File: src/fixed_point_pkg.sv
package fixed_point_pkg;

    // q16.16 number format
    localparam int FX_WIDTH = 32;
    localparam int FX_FRAC  = 16;

    typedef logic signed [FX_WIDTH-1:0] fx_t;

    // saturation limits
    localparam fx_t FX_MAX = {1'b0, {(FX_WIDTH-1){1'b1}}};
    localparam fx_t FX_MIN = {1'b1, {(FX_WIDTH-1){1'b0}}};

    // product rescaled back to q16.16, clamped to the format range
    function automatic fx_t fx_mul(input fx_t a, input fx_t b);
        logic signed [2*FX_WIDTH-1:0] prod;
        logic signed [2*FX_WIDTH-1:0] scaled;
        prod   = a * b;
        scaled = prod >>> FX_FRAC;
        if (scaled > FX_MAX) return FX_MAX;
        if (scaled < FX_MIN) return FX_MIN;
        return scaled[FX_WIDTH-1:0];
    endfunction

    // dividend widened and pre-shifted so the quotient lands in q16.16
    function automatic fx_t fx_div(input fx_t num, input fx_t den);
        logic signed [2*FX_WIDTH-1:0] num_ext;
        logic signed [2*FX_WIDTH-1:0] quot;
        if (den == '0) return num[FX_WIDTH-1] ? FX_MIN : FX_MAX;
        num_ext = num;
        num_ext = num_ext <<< FX_FRAC;
        quot    = num_ext / den;
        if (quot > FX_MAX) return FX_MAX;
        if (quot < FX_MIN) return FX_MIN;
        return quot[FX_WIDTH-1:0];
    endfunction

    // magnitude, most negative value clamps to FX_MAX
    function automatic fx_t fx_abs(input fx_t x);
        if (x == FX_MIN) return FX_MAX;
        return x[FX_WIDTH-1] ? -x : x;
    endfunction

endpackage
File: src/solver_pkg.sv
package solver_pkg;

    // system dimensions, 3x3 plus the right-hand side column
    localparam int N_ROWS = 3;
    localparam int N_COLS = 4;

    // --------------------
    // payload types
    // --------------------
    // index 0 sits in the low bits: mat[row][col], beta[i]
    typedef fixed_point_pkg::fx_t [N_COLS-1:0] row_t;
    typedef row_t [N_ROWS-1:0] aug_mat_t;
    typedef fixed_point_pkg::fx_t [N_ROWS-1:0] beta_t;

    // --------------------
    // pipeline timing
    // --------------------
    // seven elimination stages, two back-substitution stages, one result stage
    localparam int SOLVE_LATENCY = 10;

    // mean reaches the result stage together with its item
    localparam int MEAN_DELAY = SOLVE_LATENCY - 1;

endpackage

File: src/pivot_select.sv
`timescale 1ns/10ps

module pivot_select #(
    parameter int COL = 0
) (
    input  logic                 clk,
    input  logic                 rst_n,
    input  logic                 valid_in,
    input  solver_pkg::aug_mat_t mat_in,
    input  logic                 singular_in,
    output logic                 valid_out,
    output solver_pkg::aug_mat_t mat_out,
    output logic                 singular_out
);
    import fixed_point_pkg::*;
    import solver_pkg::*;

    localparam int ROW_W = $clog2(N_ROWS);

    logic [ROW_W-1:0] pick_row;
    fx_t              best_mag;
    aug_mat_t         swapped;

    // first largest magnitude wins, so ties keep the current row
    always_comb begin
        pick_row = ROW_W'(COL);
        best_mag = fx_abs(mat_in[COL][COL]);
        for (int r = COL + 1; r < N_ROWS; r++) begin
            if (fx_abs(mat_in[r][COL]) > best_mag) begin
                pick_row = ROW_W'(r);
                best_mag = fx_abs(mat_in[r][COL]);
            end
        end
        // whole-row swap
        swapped           = mat_in;
        swapped[COL]      = mat_in[pick_row];
        swapped[pick_row] = mat_in[COL];
    end

    always_ff @(posedge clk or negedge rst_n) begin
        if (!rst_n) begin
            valid_out    <= 1'b0;
            singular_out <= 1'b0;
        end else begin
            valid_out    <= valid_in;
            singular_out <= singular_in;
        end
    end

    always_ff @(posedge clk) begin
        mat_out <= swapped;
    end

endmodule

File: config.mk
export PLATFORM = sky130hd
export DESIGN_NAME = pivot_select
export DESIGN_NICKNAME = d
export VERILOG_FILES = /design/src/fixed_point_pkg.sv /design/src/solver_pkg.sv /design/src/pivot_select.sv
export SDC_FILE = /design/constraint.sdc
export NUM_CORES = 1
export LEC_CHECK = 0
export BUFFER_PORTS_ARGS = -buffer_cell sky130_fd_sc_hd__buf_4
export CAP_MARGIN = 30
export CORE_AREA = 2 2 302 304
export CTS_CLUSTER_DIAMETER = 40
export DETAILED_ROUTE_END_ITERATION = 8
export DIE_AREA = 0 0 304 306
export SLEW_MARGIN = 20
export SYNTH_ARGS = -nofsm -noshare
export SYNTH_HDL_FRONTEND = slang
export SYNTH_SLANG_ARGS = --single-unit
File: constraint.sdc
create_clock -name clk -period 1.15 [get_ports clk]
set_clock_uncertainty 0.1 [all_clocks]
set_input_delay 0.115 -clock clk [delete_from_list [all_inputs] [get_ports clk]]
set_output_delay 0.115 -clock clk [all_outputs]
set_load 0.02 [all_outputs]
=== After elaboration in Yosys (flattened, before gate mapping) ===
Cells that the tools add are included.

* Bits in registers: 386
* Output and inout bits: 386
* Word-level logic and storage cells: 47

* Reductions and logical operators: 1
* Order comparisons: 4
* Multiplexer cells: 22
* $add $sub $neg: 3
* Eq/ne operators: 3

{| class="wikitable"
|+ Operators by type and width
! operator !! number
|-
| 384-bit bitwise mux || 1
|-
| 32-bit two-way mux || 11
|-
| 128-bit binary-select mux with 2-bit select || 1
|-
| 128-bit demux with 2-bit select || 1
|-
| 128-bit two-way mux || 2
|-
| 32-bit equality test, second input constant || 3
|-
| 32-bit negation || 3
|-
| 32-bit > comparator || 2
|-
| 1-bit two-way mux || 5
|-
| 2-bit by 3-bit < comparator with 1-bit output, second input constant || 1
|-
| 2-bit by 1-bit >= comparator with 1-bit output, second input constant || 1
|-
| 2-bit two-way mux || 1
|-
| 1-bit logical AND || 1
|}

=== Longest topological paths before layout ===
Gate-level depths: netlist of run 1.

* Depth after elaboration: 14
* Mapped depth: 32
* Depth with buffers taken out: 25

=== Least setup slack after synthesis of run 1 ===
Ideal clock, no wire load.

* Kind: input -> register
* Start point: in mat_in[9] (netlist bit)
* End point: reg mat_out[100] (netlist bit)
* Stages on the path: 31
* Required time: 0.929 ns
* Path buffers: 9
* Path slack: -5.934 ns
* Arrival time: 6.863 ns
* Library setup time: 0.121 ns
* Cell sequence: or3_1 > buf_2 > or3_1 > buf_2 > or4_4 > nor2_2 > buf_2 > nor2_1 > mux2i_1 > inv_1 > ha_1 > nand4_1 > nor3_1 > nand2_1 > a31oi_1 > a211o_1 > clkbuf_1 > buf_1 > clkbuf_1 > mux2i_1 > ha_1 > a21o_1 > a21o_1 > a221oi_1 > o21ai_0 > nor3_1 > nand2b_1 > clkbuf_1 > clkbuf_1 > clkbuf_1 > mux2_2

{| class="wikitable"
|+ RTL lines
! what !! line !! text
|-
| start, declared || pivot_select.sv:9 || <nowiki>input solver_pkg::aug_mat_t mat_in,</nowiki>
|-
| end signal, assigned || pivot_select.sv:51 || <nowiki>mat_out <= swapped;</nowiki>
|-
| end, declared || pivot_select.sv:12 || <nowiki>output solver_pkg::aug_mat_t mat_out,</nowiki>
|}

==> results of run 1 <==
stage by stage:
step	hold WS, ns	setup WS, ns	cells	cell area [um2]
2_1_floorplan	-0.281	-4.98	1584	18500
3_3_place_gp	-0.198	-5.95	3725	27300
3_5_place_dp	-0.199	-6.00	3725	27300
4_1_cts	0.00460	-5.03	4266	34100
5_1_grt	0.0219	-5.28	4303	35500
6_report	0.0735	-5.20	4306	35600
worst max-delay path, stage by stage:
cell	delay, ns
sky130_fd_sc_hd__buf_6	0.09
sky130_fd_sc_hd__or3_4	0.42
sky130_fd_sc_hd__or4_4	0.56
sky130_fd_sc_hd__or4_4	0.57
sky130_fd_sc_hd__nor2_4	0.22
sky130_fd_sc_hd__nor2_1	0.08
sky130_fd_sc_hd__mux2_4	0.28
sky130_fd_sc_hd__ha_4	0.27
sky130_fd_sc_hd__nand4_1	0.21
sky130_fd_sc_hd__nor4_4	0.33
sky130_fd_sc_hd__buf_4	0.16
sky130_fd_sc_hd__nand2b_4	0.12
sky130_fd_sc_hd__o31ai_4	0.10
sky130_fd_sc_hd__a211o_4	0.45
sky130_fd_sc_hd__clkbuf_16	0.19
sky130_fd_sc_hd__a21o_1	0.19
sky130_fd_sc_hd__ha_4	0.28
sky130_fd_sc_hd__nand4_1	0.20
sky130_fd_sc_hd__buf_4	0.20
sky130_fd_sc_hd__nor4_2	0.39
sky130_fd_sc_hd__nand2_1	0.09
sky130_fd_sc_hd__o211ai_1	0.15
sky130_fd_sc_hd__nand3b_1	0.19
sky130_fd_sc_hd__buf_6	0.19
sky130_fd_sc_hd__buf_12	0.16
sky130_fd_sc_hd__clkbuf_16	0.20
sky130_fd_sc_hd__mux2_4	0.30
cell usage after synthesis, types with 3 or more instances:
| library cell | n | share of area, % |
|---|---|---|
| sky130_fd_sc_hd__a21o_1 | 18 | 0.75 |
| sky130_fd_sc_hd__a21oi_1 | 33 | 0.92 |
| sky130_fd_sc_hd__and2_1 | 12 | 0.42 |
| sky130_fd_sc_hd__and3_1 | 4 | 0.14 |
| sky130_fd_sc_hd__buf_1 | 4 | 0.084 |
| sky130_fd_sc_hd__buf_2 | 16 | 0.45 |
| sky130_fd_sc_hd__clkbuf_1 | 71 | 1.5 |
| sky130_fd_sc_hd__dfxtp_1 | 384 | 43 |
| sky130_fd_sc_hd__ha_1 | 67 | 4.7 |
| sky130_fd_sc_hd__inv_1 | 17 | 0.36 |
| sky130_fd_sc_hd__mux2_2 | 507 | 32 |
| sky130_fd_sc_hd__mux2i_1 | 13 | 0.73 |
| sky130_fd_sc_hd__nand2_1 | 93 | 1.9 |
| sky130_fd_sc_hd__nand2b_1 | 8 | 0.28 |
| sky130_fd_sc_hd__nand3_1 | 13 | 0.36 |
| sky130_fd_sc_hd__nand4_1 | 14 | 0.49 |
| sky130_fd_sc_hd__nor2_1 | 47 | 0.98 |
| sky130_fd_sc_hd__nor2b_1 | 5 | 0.17 |
| sky130_fd_sc_hd__nor3_1 | 10 | 0.28 |
| sky130_fd_sc_hd__nor4_1 | 7 | 0.24 |
| sky130_fd_sc_hd__nor4b_1 | 3 | 0.15 |
| sky130_fd_sc_hd__o211ai_1 | 6 | 0.25 |
| sky130_fd_sc_hd__o21a_1 | 5 | 0.21 |
| sky130_fd_sc_hd__o21ai_0 | 46 | 1.3 |
| sky130_fd_sc_hd__o31ai_1 | 27 | 1.1 |
| sky130_fd_sc_hd__o41ai_1 | 8 | 0.39 |
| sky130_fd_sc_hd__or2_2 | 4 | 0.14 |
| sky130_fd_sc_hd__or3_1 | 15 | 0.52 |
| sky130_fd_sc_hd__or4_1 | 15 | 0.63 |
| sky130_fd_sc_hd__or4_4 | 3 | 0.19 |
| sky130_fd_sc_hd__xnor2_1 | 19 | 0.93 |
| sky130_fd_sc_hd__xor2_1 | 49 | 2.4 |
cell families (layout without fill, tap and decap cells):
family | count (synthesis) | in the layout | share of synthesized area (%)
muxes | 521 | 521 | 32.6
DFF | 386 | 386 | 43.1
and+or+nand+nor | 264 | 264 | 7.50
AOI/OAI and AO/OA | 169 | 171 | 6.29
buffers and inverters | 109 | 1648 | 2.43
xor gates and xnor gates | 68 | 68 | 3.32
adders and majority gates | 67 | 67 | 4.67
other | 0 | 5 | 0
what timing repair did:
| item | 4_1_cts | 5_1_grt |
|---|---|---|
| pin swaps | 3 | 21 |
| resized for setup | 14 | 204 |
| hold endpoints to repair | 387 | 0 |
| cloned | 1 | 20 |
| setup buffers | 3 | 15 |
| hold buffers | 392 | 0 |
| endpoints found under the setup margin | 770 | 770 |
power by group through the flow:
| stage | logic (mW) | clock network, mW | registers, mW |
|---|---|---|---|
| 2_1_floorplan | 9.65 | 0 | 22.0 |
| 3_3_place_gp | 24.1 | 0 | 18.3 |
| 3_5_place_dp | 24.2 | 0 | 18.3 |
| 4_1_cts | 25.5 | 24.8 | 18.1 |
| 5_1_grt | 29.6 | 25.4 | 18.4 |
| 6_report | 28.4 | 24.3 | 18.2 |
cells in the final DEF, fill, tap and decap left out, types with 10 or more instances in the layout:
master / Yosys / layout
sky130_fd_sc_hd__buf_6: 1 / 22
sky130_fd_sc_hd__nor2_1: 47 / 43
sky130_fd_sc_hd__xor2_1: 49 / 49
sky130_fd_sc_hd__clkbuf_8: 0 / 13
sky130_fd_sc_hd__xnor2_1: 19 / 19
sky130_fd_sc_hd__a21o_1: 18 / 18
sky130_fd_sc_hd__bufinv_16: 0 / 10
sky130_fd_sc_hd__clkbuf_16: 0 / 94
sky130_fd_sc_hd__mux2i_1: 13 / 13
sky130_fd_sc_hd__ha_1: 67 / 61
sky130_fd_sc_hd__dfxtp_1: 384 / 384
sky130_fd_sc_hd__and2_1: 12 / 12
sky130_fd_sc_hd__or3_1: 15 / 12
sky130_fd_sc_hd__buf_4: 0 / 1029
sky130_fd_sc_hd__o31ai_1: 27 / 25
sky130_fd_sc_hd__dlygate4sd3_1: 0 / 392
sky130_fd_sc_hd__buf_12: 0 / 19
sky130_fd_sc_hd__nand3_1: 13 / 13
sky130_fd_sc_hd__mux2_2: 507 / 381
sky130_fd_sc_hd__a21oi_1: 33 / 33
sky130_fd_sc_hd__clkinvlp_4: 0 / 11
sky130_fd_sc_hd__or4_1: 15 / 11
sky130_fd_sc_hd__nand4_1: 14 / 14
sky130_fd_sc_hd__mux2_4: 1 / 127
sky130_fd_sc_hd__inv_1: 17 / 17
sky130_fd_sc_hd__nand2_1: 93 / 93
sky130_fd_sc_hd__o21ai_0: 46 / 39
final timing paths:
| check | end | cells after the start | slack, ns |
|---|---|---|---|
| max in group asynchronous | singular_out | 3 | 0.54 |
| min | singular_out | 2 | 0.07 |
| max | mat_out[206] | 27 | -5.20 |
| min in group asynchronous | valid_out | 3 | 0.28 |
state kept, by name, summed over array words and instances (netlist names):
| name | count |
|---|---|
| mat_out | 384 |
| singular_out | 1 |
| valid_out | 1 |
layer usage:
layer | global-route usage, % | part of all wire, % | vias up
met3 | 6.39 | 9.2 | 204
met4 | 8.62 | 4.4 | 16
li1 | - | - | 8733
met5 | 0 | 0.10 | -
met2 | 30.0 | 46 | 858
met1 | 21.8 | 41 | 8985
cell type report:
| class | instances | area (um2) | share of cell area [%] |
|---|---|---|---|
| clock buffers | 97 | 2170 | 6.12 |
| inverters | 17 | 63.8 | 0.179 |
| diodes | 5 | 12.5 | 0.0352 |
| repair buffers | 1486 | 12800 | 36.1 |
| multi-input cells | 1091 | 10600 | 29.8 |
| clock inverters | 48 | 679 | 1.91 |
| well taps | 1176 | 1470 | 4.14 |
| flip-flops and latches | 386 | 7740 | 21.8 |
==> impl_metrics.yaml, run 1 <==
worst_setup_path:
  crit_fanout: 7
  worst_setup_path_start_kind: "primary input"
  worst_setup_path_end_kind: "flop"
  timing.critical_path.arrival_ns: 6.77
  cp_data_required_time_ns: 1.57
  worstSetupStartpoint: "mat_in[4]"
  setup_crit_path_kind: "in -> reg"
cts:
  numClockSinks: 386
  root_buffer_master: "sky130_fd_sc_hd__clkbuf_16"
  h-tree-depth: 3
  maximum_count_of_clock_buffers_along_a_single_path: 3
  tritoncts_clock_tree: "done"
  numCtsBuffers: 79
  cts.reportedPaths.clkPinSlew_ns: 0.05
layout:
  area_delta_synth_final_pct: 98.2
  nets: 3516
  drive_above_1_share_pct: 57.7
  finish.utilization_pct: 39.7
  fill_cells: 8386
sta:
  finalSetupViolations: 770
  grt_setup_unrepaired: "yes"
  timing.final.crit_share_pct: 552
  final.setup.worst_slack_ns: -5.20
  timing.fmax_mhz: 157
  max_slew.worst_pin.slew_ns: 0.858
  timing.final.hold_violations: 0
  worst_case_headroom_to_the_max_slew_limit_pct: 42.8
  report.final.slew_viol_count: 0
  fin_setup_tns_ns: -2027.52
  finalCriticalPeriod_ns: 6.35
global_route:
  grt_antenna_before_repair: 17
  vias_in_the_first_global_route: 20000
  grt_util_all_layers_pct: 18.5
  grt_overflow_total: 0
  grt_pass1_wl_um: 128000
  pin_count_of_the_biggest_net_entering_global_routing: 52
outcome:
  status: "finished, violations left"
  violations: "setup timing"
logic_synthesis:
  synthesis.yosys.warnings: 0
  async_reset_ff_share_pct: 0.518
  ff_latch_count_synth: 386
  yosysUniqueCellTypes: 63
  synth_enable_flop_cells: 0
  syn-instance-count: 1584
  syn-mean-instance-area_um2: 11.3
  mappedNetlistNets: 2039
  dominantRegCellSynth: "sky130_fd_sc_hd__dfxtp_1"
  synth.yosys.seq_area_share_pct: 43.1
  synth.cell_area_mm2: 0.0179
floorplanning:
  dieArea_mm2: 0.0930
  die-width_um: 304
  die_height_um: 306
  initial_core_util_pct: 20.0
  core-area_mm2: 0.0896
  pin_count: 774
  rows: 110
power:
  power.leakage_nw: 16.3
  intPower_mw: 47.1
  design_power_total_mw: 70.9
  power.density_cell_area_mw_per_mm2: 1990
  switching_share_pct: 33.6
  ir_worst_vdd_v: 0.00154
  comb_power_share_pct: 40.1
  power.share.sequential_pct: 25.6
  net-switching-power_mw: 23.8
  share_clk_of_total_power_pct: 34.3
job:
  max_cap_viol_count: 0
min_path:
  hold_path_startpoint: "singular_in"
  hp-class: "in -> reg"
route:
  detail_route.wl_per_cell_um: 21.8
  route.final.wire_length_um: 93700
  drt_pass1_iterations: 7
  drt_iter0_drc: 1236
  final_antenna_net_count: 0
  drc: 0
  detail_route.vias_per_cell: 4.37
  vias: 18800
placement:
  place.gp.congestion: 0.921
  numPortBuffers: 773
  dp_hpwl_um: 67500
Note: power is estimated with default switching activity, not from simulation.
==> inputs of run 2 (changes only) <==
- CORE_AREA: 2 2 302 304 -> 2 2 305 307
- DIE_AREA: 0 0 304 306 -> 0 0 307 309
- clock period: 1.15 -> 6.4 ns (I/O delays scaled with it)
==> run 2 against run 1 <==
Compared with the run above:
- combinational power shrank 83%
- worst hold slack improved by 0.051 ns
- clock power fell by 82%
- critical path depth grew 3
- via count shrank 12%
- largest cell class is now multi-input combinational cells
- first-iteration DRC count fell by 25%
- cell count shrank 9.9%
- total power down 82%
- the flow still finishes with violations (setup timing)
==> impl_metrics.yaml, run 2 (synthesized netlist as in run 1, its figures left out) <==
sta:
  finalSetupViolations: 384
  worst_case_headroom_to_the_max_slew_limit_pct: 35.0
  timing.fmax_mhz: 148
  timing.final.hold_violations: 0
  finalCriticalPeriod_ns: 6.74
  timing.final.crit_share_pct: 105
  max_slew.worst_pin.slew_ns: 0.961
  grt_setup_unrepaired: "yes"
  report.final.slew_viol_count: 0
  final.setup.worst_slack_ns: -0.339
global_route:
  vias_in_the_first_global_route: 17100
  grt_overflow_total: 0
  grt_pass1_wl_um: 120000
  pin_count_of_the_biggest_net_entering_global_routing: 56
  grt_antenna_before_repair: 11
  grt_util_all_layers_pct: 17.5
worst_setup_path:
  timing.critical_path.arrival_ns: 7.16
  setup_crit_path_kind: "in -> reg"
  critPathSlowestCell: "sky130_fd_sc_hd__or4_4"
  cp_slowest_stage_delay_ns: 0.59
  cp_data_required_time_ns: 6.82
  worst_setup_path_start_kind: "primary input"
  worst_setup_path_end_kind: "flop"
  crit_fanout: 25
  worstSetupStartpoint: "mat_in[25]"
  worst_path_most_repeated_cell: "sky130_fd_sc_hd__buf_12"
layout:
  post_layout_nonfiller_instances: 3881
  fill_cells: 9232
  multiInputGateArea_mm2: 0.0102
  ff_latch_area_mm2: 0.00774
  finish.utilization_pct: 34.0
  final_common_cell: "sky130_fd_sc_hd__buf_4"
  largest_register_ffs: 384
  largest_registers: "mat_out x384, singular_out x1, valid_out x1"
  drive_above_1_share_pct: 65.4
  nets: 3081
  most-common-layout-cells: "sky130_fd_sc_hd__buf_4 (986), sky130_fd_sc_hd__mux2_2 (474), sky130_fd_sc_hd__dfxtp_1 (384), sky130_fd_sc_hd__nand2_1 (93), sky130_fd_sc_hd__clkbuf_16 (90)"
  regMostFlops: "mat_out"
  area_delta_synth_final_pct: 73.0
  finalInstanceArea_mm2: 0.0310
placement:
  dpl_cell_area_mm2: 0.0269
  dp_hpwl_um: 70400
  dp_cells: 3673
  numPortBuffers: 773
  worst_slack_placed_ns: -1.29
  place.gp.congestion: 0.895
outcome:
  violations: "setup timing"
  status: "finished, violations left"
cts:
  root_buffer_master: "sky130_fd_sc_hd__clkbuf_16"
  numClockSinks: 386
  h-tree-depth: 3
  cts.reportedPaths.clkPinSlew_ns: 0.06
  tritoncts_clock_tree: "done"
  maximum_count_of_clock_buffers_along_a_single_path: 3
  numCtsBuffers: 80
route:
  detail_route.wl_per_cell_um: 23.0
  route.final.wire_length_um: 89300
  drt_iter0_drc: 924
  drc: 0
  drt_pass1_iterations: 5
  final_antenna_net_count: 0
  vias: 16500
  detail_route.vias_per_cell: 4.26
power:
  ir_worst_vdd_v: 0.000244
  power.leakage_nw: 14.1
  design_power_total_mw: 12.4
  power.density_cell_area_mw_per_mm2: 400
floorplanning:
  core-area_mm2: 0.0914
  pin_count: 774
  die_height_um: 309
  initial_core_util_pct: 19.6
  dieArea_mm2: 0.0949
  die-width_um: 307
  rows: 111
min_path:
  hold_path_startpoint: "mat_in[362]"
  hp-class: "in -> reg"
job:
  max_cap_viol_count: 0
==> run 2: timing repair <==
item	4_1_cts	5_1_grt
buffers inserted	33	8
setup endpoints to repair	384	384
hold buffers	3	0
hold endpoints to repair	4	0
gates resized for setup	49	62
gates cloned	4	11
pin swaps	13	11
==> run 2: worst paths after layout <==
check,end,slack (ns),depth (start not counted)
max,mat_out[79],-0.34,30
min,mat_out[362],0.12,2
max in group asynchronous,singular_out,5.90,2
min in group asynchronous,valid_out,0.21,2
==> run 2: through the flow <==
| step | hold WS [ns] | setup TNS (ns) |
|---|---|---|
| floorplan | 0.244 | -81.15 |
| global placement | 0.323 | -407.94 |
| detailed placement | 0.323 | -437.02 |
| CTS | 0.0569 | -51.79 |
| global route | 0.0842 | -156.61 |
| finish | 0.125 | -98.18 |
==> run 2: final cells by class <==
cell class / count / area share, %
inverters: 17 / 0.206
diodes: 5 / 0.0403
clock inverters: 55 / 2.21
clock buffers: 91 / 6.88
multi-input cells: 1089 / 32.9
well taps: 1186 / 4.78
repair buffers: 1052 / 28.0
flip-flops and latches: 386 / 24.9
==> run 2: per-layer routing <==
metal  track usage, %  wire length (um)  vias to the layer above
li1                 -                 -                     7876
met2             28.4             42000                      641
met5                0               105                        -
met3             6.33              7990                      151
met1             20.7             35900                     7860
met4             7.76              3350                       16
==> run 2: worst max-delay path: cells and delay by family <==
| family | cells | cell delay, ns |
|---|---|---|
| simple gates | 10 | 2.51 |
| compound gates | 6 | 1.50 |
| buf+inv | 10 | 1.38 |
| fa+ha+maj | 2 | 0.55 |
| mux | 2 | 0.53 |
==> run 2: power by group <==
group | total (mW) | internal (mW) | leakage, nW | switching (mW)
Combinational | 4.90 | 2.44 | 9.42 | 2.46
Sequential | 3.20 | 3.00 | 3.26 | 0.201
Clock | 4.32 | 2.77 | 1.37 | 1.55
Total | 12.4 | 8.21 | 14.1 | 4.21
